`config.mk`:
```
export PLATFORM = sky130hd
export DESIGN_NAME = dac_top
export DESIGN_NICKNAME = d
export VERILOG_FILES = /design/src/common/dac_pkg.sv /design/src/dac/dac_cmd_mem.sv /design/src/dac/dac_spi_shifter.sv /design/src/verilog/dac_top.sv /design/src/verilog/dac_update_ctrl.sv
export SDC_FILE = /design/constraint.sdc
export NUM_CORES = 1
export LEC_CHECK = 0
export ABC_AREA = 1
export BUFFER_PORTS_ARGS = -buffer_cell sky130_fd_sc_hd__buf_2
export CAP_MARGIN = 10
export CORE_MARGIN = 10
export CORE_UTILIZATION = 30
export DETAILED_ROUTE_END_ITERATION = 10
export SYNTH_ARGS = -nofsm -noshare
export SYNTH_HDL_FRONTEND = slang
export SYNTH_SLANG_ARGS = --single-unit
```
`constraint.sdc`:
```
create_clock -name clkin -period 2.5 [get_ports clkin]
set_input_delay 0.125 -clock clkin [delete_from_list [all_inputs] [get_ports clkin]]
set_output_delay 0.125 -clock clkin [all_outputs]
set_load 0.02 [all_outputs]
```
`src/common/dac_pkg.sv`:
```
// ~~~~~~~~~~~~~~~~~~~~~~~~~~~~~~
// DAC command codes, word layout, sequencer counts, packed structs
// ~~~~~~~~~~~~~~~~~~~~~~~~~~~~~~
package dac_pkg;

    localparam int num_dac_ch = 4;                   // LTC2601 chain length or LTC2604 channels
    localparam int dac_addr_w = $clog2(num_dac_ch);  // command memory address width

    // field widths of one 32-bit command word
    localparam int pad_w  = 8;
    localparam int cmd_w  = 4;
    localparam int ch_w   = 4;
    localparam int val_w  = 16;
    localparam int word_w = pad_w + cmd_w + ch_w + val_w;

    localparam logic [cmd_w-1:0] cmd_write_update = 4'h3;  // write and update dac
    localparam logic [cmd_w-1:0] cmd_nop          = 4'h7;  // no operation

    // shifter sequence counts
    localparam logic [8:0] seqn_init    = 9'h100;  // 256 counts to rollover
    localparam logic [8:0] seqn_done    = 9'h1ff;  // last count of a transfer
    localparam logic [4:0] seqn_word    = 5'h1f;   // word boundary, every 64 counts
    localparam logic [4:0] seqn_flush   = 5'h0f;   // mid word, word already latched
    localparam logic [4:0] seqn_csel_on = 5'h07;   // csel low after 8 sclks (quad)

    typedef struct packed {
        logic [pad_w-1:0] pad;      // always zero
        logic [cmd_w-1:0] cmd;      // command nibble
        logic [ch_w-1:0]  ch_addr;  // LTC2604 channel, ignored by LTC2601
        logic [val_w-1:0] value;    // dac setpoint
    } dac_word_t;

    typedef struct packed {
        logic [num_dac_ch-1:0]            ch_mask;  // one bit per channel
        logic [num_dac_ch-1:0][val_w-1:0] value;    // setpoints, index = channel
    } dac_update_t;

    typedef struct packed {
        logic                  wr_en;
        logic [dac_addr_w-1:0] wr_addr;
        dac_word_t             wr_word;
    } mem_wr_t;

    function automatic dac_word_t make_word(input logic [cmd_w-1:0] cmd,
                                            input logic [dac_addr_w-1:0] ch,
                                            input logic [val_w-1:0] value);
        dac_word_t w;
        w.pad     = '0;
        w.cmd     = cmd;
        w.ch_addr = ch_w'(ch);    // zero extended channel index
        w.value   = value;
        return w;
    endfunction

    function automatic dac_word_t nop_word(input logic [dac_addr_w-1:0] ch);
        return make_word(cmd_nop, ch, '0);  // keeps channel, clears value
    endfunction

endpackage

```
`src/dac/dac_cmd_mem.sv`:
```
`timescale 1ns/1ns
// ~~~~~~~~~~~~~~~~~~~~~~~~~~~~~~
// four-entry DAC command word memory with flush to nop
// ~~~~~~~~~~~~~~~~~~~~~~~~~~~~~~
module dac_cmd_mem
    import dac_pkg::*;
(
    input  logic                  clkin,  // system clock
    input  logic                  rst,    // sync reset, active high
    input  mem_wr_t               wr,     // write port from update controller
    input  logic [dac_addr_w-1:0] addr,   // read address from shifter
    input  logic                  flush,  // clear entry at addr to nop
    output dac_word_t             word    // combinational read data
);

    dac_word_t mem [num_dac_ch];  // one command word per channel

    always_ff @(posedge clkin) begin
        for (int i = 0; i < num_dac_ch; i++) begin
            if (rst) begin
                mem[i] <= nop_word(dac_addr_w'(i));     // nop with own channel
            end else if (wr.wr_en && (wr.wr_addr == dac_addr_w'(i))) begin
                mem[i] <= wr.wr_word;                   // write beats flush
            end else if (flush && (addr == dac_addr_w'(i))) begin
                mem[i] <= nop_word(dac_addr_w'(i));     // sent once only
            end
        end
    end

    // shifter latches the word on the same edge that it moves addr on
    assign word = mem[addr];

endmodule

```
`src/dac/dac_spi_shifter.sv`:
```
`timescale 1ns/1ns
// ~~~~~~~~~~~~~~~~~~~~~~~~~~~~~~
// serial shifter, 4x LTC2601 chain or 1x LTC2604 quad
// ~~~~~~~~~~~~~~~~~~~~~~~~~~~~~~
module dac_spi_shifter
    import dac_pkg::*;
(
    input  logic                  clkin,        // system clock
    input  logic                  rst,          // sync reset, active high
    input  logic                  trig,         // starts a transfer, sampled in idle
    input  dac_word_t             word,         // command word read at addr
    output logic [dac_addr_w-1:0] addr,         // command memory read address
    output logic                  flush,        // turn entry at addr into nop
    input  logic                  is_quad_dac,  // 0 = 4x LTC2601, 1 = 1x LTC2604
    output logic                  sclk,         // serial clock, half the clkin rate
    output logic                  csel,         // frame select, active low
    output logic                  mosi,         // serial data, msb first
    output logic                  busy,         // transfer in progress
    output logic                  xfer_done     // final count of the transfer
);

    typedef enum logic {
        st_idle,
        st_loop
    } shift_state_t;

    shift_state_t      state;
    logic [8:0]        seqn;       // sequence counter, lsb is sclk
    logic [word_w-1:0] data;       // shift register, msb on mosi
    logic              word_edge;  // last count pair of a 32-bit word

    assign sclk = seqn[0];
    assign mosi = data[word_w-1];
    assign busy = ~csel;

    assign word_edge = (seqn[5:1] == seqn_word);
    // look ahead one word at the boundary so the next word is ready to latch
    assign addr = seqn[7:6] + {1'b0, word_edge};
    assign flush = (seqn[5:1] == seqn_flush);  // stays at 0x100 in idle, so never fires there

    assign xfer_done = (state == st_loop) && (seqn == seqn_done);

    always_ff @(posedge clkin) begin
        if (rst) begin
            state <= st_idle;
            seqn  <= seqn_init;
            csel  <= 1'b1;              // deselected
            data  <= '0;                // keeps mosi low
        end else begin
            case (state)
                st_idle: begin
                    seqn <= seqn_init;  // 256 counts once started
                    if (trig) begin
                        csel  <= is_quad_dac;  // 2601 chain selects at once
                        data  <= word;         // first word, addr is 0 here
                        state <= st_loop;
                    end else begin
                        csel <= 1'b1;
                        data <= '0;
                    end
                end

                st_loop: begin
                    seqn <= seqn + 9'd1;
                    if (sclk) begin     // falling sclk next, move data
                        data <= word_edge ? word : {data[word_w-2:0], 1'b0};
                        if (is_quad_dac && word_edge) begin
                            csel <= 1'b1;   // 2604 needs a new 24-bit frame per word
                        end
                        if (seqn[5:1] == seqn_csel_on) begin
                            csel <= 1'b0;   // pad bits gone, select for 24 bits
                        end
                    end
                    if (xfer_done) begin
                        csel  <= 1'b1;      // end of transfer
                        data  <= '0;
                        state <= st_idle;
                    end
                end

                default: begin
                    state <= st_idle;
                end
            endcase
        end
    end

endmodule

```
`src/verilog/dac_top.sv`:
```
`timescale 1ns/1ns
// ~~~~~~~~~~~~~~~~~~~~~~~~~~~~~~
// DAC output top, controller, command memory and shifter
// ~~~~~~~~~~~~~~~~~~~~~~~~~~~~~~
module dac_top
    import dac_pkg::*;
(
    input  logic        clkin,        // system clock
    input  logic        rst,          // sync reset, active high
    input  logic        upd_valid,    // host update offered
    input  dac_update_t upd,          // host mask and setpoints
    output logic        upd_ready,    // host update taken when valid
    input  logic        is_quad_dac,  // board type, static during a transfer
    output logic        sclk,         // DAC serial clock
    output logic        csel,         // DAC chip select, active low
    output logic        mosi,         // DAC serial data
    output logic        busy          // transfer in progress
);

    mem_wr_t               mem_wr;     // controller to memory
    logic [dac_addr_w-1:0] mem_addr;   // shifter read address
    logic                  mem_flush;  // shifter flush request
    dac_word_t             mem_word;   // word at mem_addr
    logic                  trig;
    logic                  xfer_done;

    dac_update_ctrl u_ctrl (
        .clkin     (clkin),
        .rst       (rst),
        .upd_valid (upd_valid),
        .upd       (upd),
        .upd_ready (upd_ready),
        .wr        (mem_wr),
        .trig      (trig),
        .xfer_done (xfer_done)
    );

    dac_cmd_mem u_mem (
        .clkin (clkin),
        .rst   (rst),
        .wr    (mem_wr),
        .addr  (mem_addr),
        .flush (mem_flush),
        .word  (mem_word)
    );

    dac_spi_shifter u_shift (
        .clkin       (clkin),
        .rst         (rst),
        .trig        (trig),
        .word        (mem_word),
        .addr        (mem_addr),
        .flush       (mem_flush),
        .is_quad_dac (is_quad_dac),
        .sclk        (sclk),
        .csel        (csel),
        .mosi        (mosi),
        .busy        (busy),
        .xfer_done   (xfer_done)
    );

endmodule

```
`src/verilog/dac_update_ctrl.sv`:
```
`timescale 1ns/1ns
// ~~~~~~~~~~~~~~~~~~~~~~~~~~~~~~
// setpoint update controller, memory writes and transfer trigger
// ~~~~~~~~~~~~~~~~~~~~~~~~~~~~~~
module dac_update_ctrl
    import dac_pkg::*;
(
    input  logic        clkin,      // system clock
    input  logic        rst,        // sync reset, active high
    input  logic        upd_valid,  // update offered
    input  dac_update_t upd,        // mask and setpoints
    output logic        upd_ready,  // update can be taken
    output mem_wr_t     wr,         // command memory write
    output logic        trig,       // one-cycle transfer start
    input  logic        xfer_done   // shifter finished the transfer
);

    typedef enum logic [1:0] {
        st_idle,
        st_write,
        st_trig,
        st_wait
    } ctrl_state_t;

    ctrl_state_t           state;
    logic [dac_addr_w-1:0] idx;     // channel being written
    dac_update_t           upd_q;   // accepted update
    logic                  accept;  // handshake this cycle

    assign upd_ready = (state == st_idle);  // low from accept to end of transfer
    assign accept    = upd_valid && upd_ready;
    assign trig      = (state == st_trig);

    // masked channels get a real setpoint, the others a nop so old values are not resent
    assign wr.wr_en   = (state == st_write);
    assign wr.wr_addr = idx;
    assign wr.wr_word = upd_q.ch_mask[idx] ?
                        make_word(cmd_write_update, idx, upd_q.value[idx]) :
                        nop_word(idx);

    always_ff @(posedge clkin) begin
        if (rst) begin
            state <= st_idle;
            idx   <= '0;
        end else begin
            case (state)
                st_idle: begin
                    if (accept) begin
                        state <= st_write;
                        idx   <= '0;        // address order 0 to 3
                    end
                end
                st_write: begin
                    idx <= idx + 1'b1;
                    if (idx == dac_addr_w'(num_dac_ch - 1)) begin
                        state <= st_trig;   // all entries written
                    end
                end
                st_trig: begin
                    state <= st_wait;       // trig seen by the idle shifter
                end
                st_wait: begin
                    if (xfer_done) begin
                        state <= st_idle;   // busy drops with this edge
                    end
                end
                default: begin
                    state <= st_idle;
                end
            endcase
        end
    end

    always_ff @(posedge clkin) begin
        if (accept) begin
            upd_q <= upd;                   // held until the next accept
        end
    end

endmodule

```
# Word-level counts from Yosys, hierarchy flattened
# Memories as Yosys holds them, arrays and structs flattened.
# Index checks and enable logic that the tools add are counted.
[totals]
ff_bits = 115
ram_bits = 92
input_bits = 72
output_inout_bits = 5
elab_cells = 126
mem_count = 1
[mem_list]
columns = ["memory", "words", "word_bits", "read_ports", "rd_ports_with_merged_regs", "wr", "line", "source"]
rows = [
  ["u_mem.mem", 4, 23, 1, 0, 4, "dac_cmd_mem.sv:16", "dac_word_t mem [num_dac_ch];"],
]
[classes]
n_addsub = 3
n_lt_le_gt_ge = 1
eq_ne = 18
mux = 64
bitwise_logic = 10
reduce_logical = 18
[ops]
columns = ["op", "n"]
rows = [
  ["2-to-1 mux 23 bit", 9],
  ["2-to-1 mux 32 bit", 4],
  ["case mux 32 bit (2 select lines)", 1],
  ["2-to-1 mux 1 bit", 38],
  ["binary-select mux 16 bit (select 2 bit)", 1],
  ["case mux 9 bit (2 select lines)", 1],
  ["2-to-1 mux 16 bit", 1],
  ["== test 2 bit (second input constant)", 6],
  ["logical AND 1 bit", 11],
  ["adder 9 x 1 -> 9 bit (second input constant)", 1],
  ["== test 9 bit (second input constant)", 1],
  ["2-to-1 mux 2 bit", 4],
  ["OR 1 bit", 8],
  ["case mux 2 bit (4 select lines)", 1],
  ["== test 2 x 1 -> 1 bit (second input constant)", 3],
  ["logical NOT 2 bit", 3],
  ["== test 5 x 3 -> 1 bit (second input constant)", 1],
  ["== test 5 x 4 -> 1 bit (second input constant)", 1],
  ["== test 5 bit (second input constant)", 1],
  ["!= test 2 bit (second input constant)", 2],
  ["!= test 4 bit (second input constant)", 1],
  ["case mux 1 bit (2 select lines)", 2],
  ["case mux 2 bit (2 select lines)", 1],
  ["AND reduction 2 bit", 2],
  ["other kinds (9)", 10],
]

# Longest topological paths before layout
[logic_depth]
word_depth = 9
ltp_mapped = 14
ltp_nobuf = 12

# Modules after synthesis
# A second synthesis with hierarchy kept.
[hier_totals]
hier_cells = 1279
area_unflattened_um2 = 11557.3
[by_module_without_submodules]
columns = ["module", "instances", "cells_each", "area_each_um2", "seq_area_each_um2"]
rows = [
  ["dac_cmd_mem", 1, 639, 6124.6, 3843.7],
  ["dac_update_ctrl", 1, 319, 3254.4, 2122.0],
  ["dac_spi_shifter", 1, 321, 2178.3, 860.8],
]

# Worst setup path before layout
# No wires, ideal clock.
[synth_path]
path_kind = "reg-to-reg"
start = "reg u_ctrl.state[0]"
end = "reg u_ctrl.upd_q[0] in the netlist's numbering (enable)"
setup_time_ns = 0.422
t_arrival_ns = 2.137
required_time_ns = 2.078
slack_ns = -0.059
path_stages_with_launch = 5
n_path_buf = 0
synth_period_minus_slack_ns = 2.559
path_cell_list = "dfxtp_1 inv_1 ha_1 nand2_1 inv_1"
[synth_between]
elab_chain_len = 2
[synth_rtl]
columns = ["element", "line", "source"]
rows = [
  ["start, declared", "dac_update_ctrl.sv:25", "ctrl_state_t state;"],
  ["start signal, assigned", "dac_update_ctrl.sv:43", "state <= st_idle;"],
  ["start signal, assigned", "dac_update_ctrl.sv:49", "state <= st_write;"],
  ["start signal, assigned", "dac_update_ctrl.sv:56", "state <= st_trig;"],
  ["logical NOT 2 bit", "dac_update_ctrl.sv:30", "assign upd_ready = (state == st_idle);"],
  ["net upd_ready", "dac_top.sv:12", "output logic upd_ready,"],
  ["logical AND 1 bit", "dac_update_ctrl.sv:31", "assign accept = upd_valid && upd_ready;"],
  ["net u_ctrl.accept", "dac_update_ctrl.sv:28", "logic accept;"],
  ["end signal, assigned", "dac_update_ctrl.sv:76", "upd_q <= upd;"],
  ["end, declared", "dac_update_ctrl.sv:27", "dac_update_t upd_q;"],
]
# The timed path passes the listed nets, and every way through them passes these cells.
# A chain may end at the register's enable or synchronous reset.

# Final worst setup path
[layout_path]
start = "reg u_shift.seqn[0]"
end = "reg u_shift.data[7]"
[layout_between]
elab_chain_len = 4
word_cells_on_any_way = 5
classes_between = "2 x eq/ne; 2 x mux; 1 x reduce/logical"
[layout_rtl]
columns = ["element", "line", "source"]
rows = [
  ["start, declared", "dac_spi_shifter.sv:28", "logic [8:0] seqn;"],
  ["start signal, assigned", "dac_spi_shifter.sv:46", "seqn <= seqn_init;"],
  ["start signal, assigned", "dac_spi_shifter.sv:52", "seqn <= seqn_init;"],
  ["start signal, assigned", "dac_spi_shifter.sv:64", "seqn <= seqn + 9'd1;"],
  ["== test 9 bit", "dac_spi_shifter.sv:41", "assign xfer_done = (state == st_loop) && (seqn == seqn_done);"],
  ["logical AND 1 bit", "dac_spi_shifter.sv:41", ""],
  ["2-to-1 mux 32 bit", "dac_spi_shifter.sv:74", "if (xfer_done) begin"],
  ["case mux 32 bit (2 select lines)", "dac_spi_shifter.sv:50", "case (state)"],
  ["end signal, assigned", "dac_spi_shifter.sv:55", "data <= word;"],
  ["end signal, assigned", "dac_spi_shifter.sv:66", "data <= word_edge ? word : {data[word_w-2:0], 1'b0};"],
  ["end, declared", "dac_spi_shifter.sv:29", "logic [word_w-1:0] data;"],
]
# Parallel ways exist; a longest one is shown, timed or not.

==> summary by stage <==
STA
In this run the tightest slew margin relative to its limit is 64.7%. For this run, the top clock speed supported by timing is 463 MHz. The transition time at the pin with the least slew margin is 0.528 ns. The final critical-path required period is 2.16 ns. The setup skew after layout is 0.0155 ns. Once routing completed, OpenROAD measured the worst setup slack at 0.341 ns. Setup violations remaining at the end of the flow were counted as 0. Setup repair after global routing left no endpoint under its margin. The count of pins over their slew limit is 0. The aggregate negative setup slack is 0 ns. The number of failing hold endpoints at the final stage is 0.

After layout, the worst path uses 86.4% of the clock period.

Clocking
Clock tree synthesis selected as its root buffer the cell clkbuf_16. TritonCTS built the clock tree. Gates resized during post-CTS repair numbered 0. The clock drives 191 sinks. The clock latency at the later pin of the worst-skew pair is 0.43 ns. The post-CTS setup buffer count is 0. The clock-pin slew on the worst setup and hold paths is 0.07 ns. The longest clock path from root to sink contains 2 buffers. For this design, the CTS-stage hold fixing added 68 buffers. The number of buffers added by the clock tree synthesis step is 17. The clock tree synthesis step divided the H-tree into 4 levels.

Power and ir drop
In this run switching power makes up 31.1% of total power. Power comes to 8.57 mW. The internal power contribution is 5.91 mW.

The cell leakage power is 4.05 nW. In this run, the clock network consumes 30.7% of the power. The combinational power share is 21.2%. The worst-case IR drop observed on VDD is 0.508 mV. The fraction of power consumed by sequential logic is 48.1%. For this design the total switching power over the nets is 2.67 mW. In this run the power density over the cells is 838 nW/um^2.

Yosys
Yosys mapped the design onto 29 distinct sky130hd cell types. The proportion of synthesized flip-flops having asynchronous set or reset is 0%. The Yosys warning count is 0. Sequential elements use 63.8% of the synthesized area. The biggest area contributor in the post-synthesis netlist is edfxtp_1. Summing every instance area after synthesis gives 8250 sq um. The per-instance average area after synthesis is 9.69 sq um. The number of flip-flops and latches in the synthesized netlist is 191. By area the synthesized netlist is led by edfxtp_1 (52%), nand2_1 (12%), dfxtp_1 (11%). The most frequent cell after synthesis is nand2_1. In the synthesized netlist the dominant register cell turns out to be edfxtp_1.

The number of standard cells after synthesis is 851. Counting every net in the synthesized netlist gives 934. The proportion of netlist area held by the largest area contributor is 52.4%.

Sorting the synthesized cells by how often they occur yields nand2_1 (271), nor2_1 (151), edfxtp_1 (144). The synthesized design contains 144 enable-type register cells.

Global routing
The number of global-route vias before repair is 6,120. The number of antenna violations at the first check in global routing is 0. The first global-routing pass estimated 31,500 um of wire. The total overflow left after global routing is 0.

Entering global routing, the biggest net connects 69 pins. The overall track demand over capacity in global routing is 11.4%.

Floorplanning
The region available for standard cell placement spans 27,000 sq um. The die extent in y is 186 um. 77 I/O pins were placed. Once the floorplan was initialized, standard cells occupied 30.5% of the core. The number of core rows is 60. The horizontal die dimension is 186 um. The die footprint is 34,500 sq um.

Route
Across all layers, the routed design uses 6,088 vias. The DRC violation count after routing is 0. The antenna violation net count after detailed routing is 0. Summed over all layers, the routed wires come to 18,700 um. In the final routed layout, each cell accounts on average for 13.9 um.

The first routing iteration left 479 violations. The routed via count divided by cell count is 4.53. The first detailed-routing pass ran for 5 iterations.

Cells and area
The net count of the finished layout is 1,074. The combined area of the multi-input logic cells is 2620 sq um. Fill cells in the final layout number 2,640. The fraction of final layout cells sized beyond drive strength 1 is 14.2%. Excluding fillers, the count of instances in the completed layout stands at 1,345.

The area growth from synthesis to layout is 24.1%. The number of antenna cells inserted is 0. The total area of sequential cells is 5270 sq um.

Worst setup path
The type of destination of the critical path is a flip-flop. The type of the worst setup path is reg -> reg. For the worst setup path, the data arrival time is 2.51 ns.

For the worst setup path, the data required time is 2.85 ns. Of all nets on the critical path, the largest fanout is 31. The worst setup path is launched from a flip-flop.

Status
The run finished with clean final reports.

Placed design
The placement-stage worst setup slack is 0.364 ns. The HPWL after detailed placement is 12,100 um. The number of buffers inserted by port buffering is 76. The number of placed instances with taps included is 1,245. Routability-driven placement finished with a final weighted congestion of 0.771.

Run
Across the run, the number of max-cap violations was 0.

Hold path
The min-delay analysis places its worst path in the category in -> reg.
area by class of cell:
class | count | share of cell area [%]
Clock inverter | 14 | 1.38
Tap cell | 341 | 4.17
Inverter | 31 | 1.17
Clock buffer | 18 | 4.19
Timing Repair Buffer | 166 | 12.1
Sequential cell | 191 | 51.4
Multi-Input combinational cell | 584 | 25.6
per-layer routing:
layer | track usage (%) | share of wire, % | routed length (um)
met1 | 15.0 | 48 | 9020
met2 | 17.7 | 44 | 8330
met3 | 3.63 | 6.5 | 1230
met4 | 2.74 | 0.91 | 170
met5 | 0 | 0 | 0
registers in the layout (all words and copies together), names as in the netlist:
signal,flops
u_shift.data,32
u_ctrl.state,2
u_ctrl.idx,2
u_ctrl.upd_q,68
u_shift.csel,1
u_mem.mem,76
u_shift.seqn,9
u_shift.state,1
per-stage QoR:
step           hold WS (ns)  util (%)  area [sq um]
3_5_place_dp          0.303      33.3          8990
2_1_floorplan         0.224         -          8250
3_3_place_gp          0.301      33.3          8990
4_1_cts              0.0447      37.9         10200
6_report             0.0537      37.9         10200
5_1_grt              0.0856      37.9         10200
cells in the final DEF (no fill, tap or decap), types with 2 or more instances in the layout:
master         Yosys  routed
dlygate4sd3_1      0      68
nand2_2            2       2
o21bai_1           3       3
nand2_4            4       4
clkinv_8           0       2
o22a_1            16      16
clkbuf_16          0      17
buf_4              3      21
nor3_1             7       7
clkinvlp_4         0       2
dfxtp_1           47      47
nand3_1           14      14
buf_2             20      76
inv_8              0       5
inv_2              2       2
inv_6              0       2
inv_1             29      28
a21oi_1           40      40
nand2_1          271     271
ha_1              11      11
nor2_1           151     151
edfxtp_1         144     144
o21ai_0           57      57
clkinv_4           0       2
final timing paths:
path | startpoint | end | slack (ns) | depth (start not counted)
worst min-delay path | is_quad_dac | u_shift.csel | 0.05 | 5
worst min register to register | u_shift.data[24] | u_shift.data[25] | 0.46 | 2
worst max-delay path | u_shift.seqn[0] | u_shift.data[7] | 0.34 | 11
worst max register to register | u_shift.seqn[0] | u_shift.data[7] | 0.34 | 11
critical path, cell delays in order, from the launching register on:
cell	delay [ns]
dfxtp_1	0.31
ha_1	0.20
nand2_1	0.07
inv_1	0.06
nand2_1	0.10
nor3_1	0.05
ha_1	0.20
nor2_1	0.14
nand2_1	0.19
inv_2	0.46
nor2_1	0.10
a21oi_1	0.18
cell families (layout without fill, tap and decap cells):
kind of cell | count (synthesis) | in the layout | synth area share [%]
fa+ha+maj | 11 | 11 | 1.67
simple gates | 452 | 452 | 21.5
compound gates | 121 | 121 | 8.58
buf+inv | 76 | 229 | 4.46
flops | 191 | 191 | 63.8
power by group through the flow:
stage | sequential (mW) | clock [mW] | combinational [mW]
after floorplan | 4.17 | 0 | 1.25
after global placement | 4.18 | 0 | 1.73
after detailed placement | 4.20 | 0 | 1.75
after CTS | 4.13 | 2.67 | 1.84
after global routing | 4.18 | 2.81 | 2.07
final | 4.13 | 2.63 | 1.82
Power figures use the tool's default switching activity.
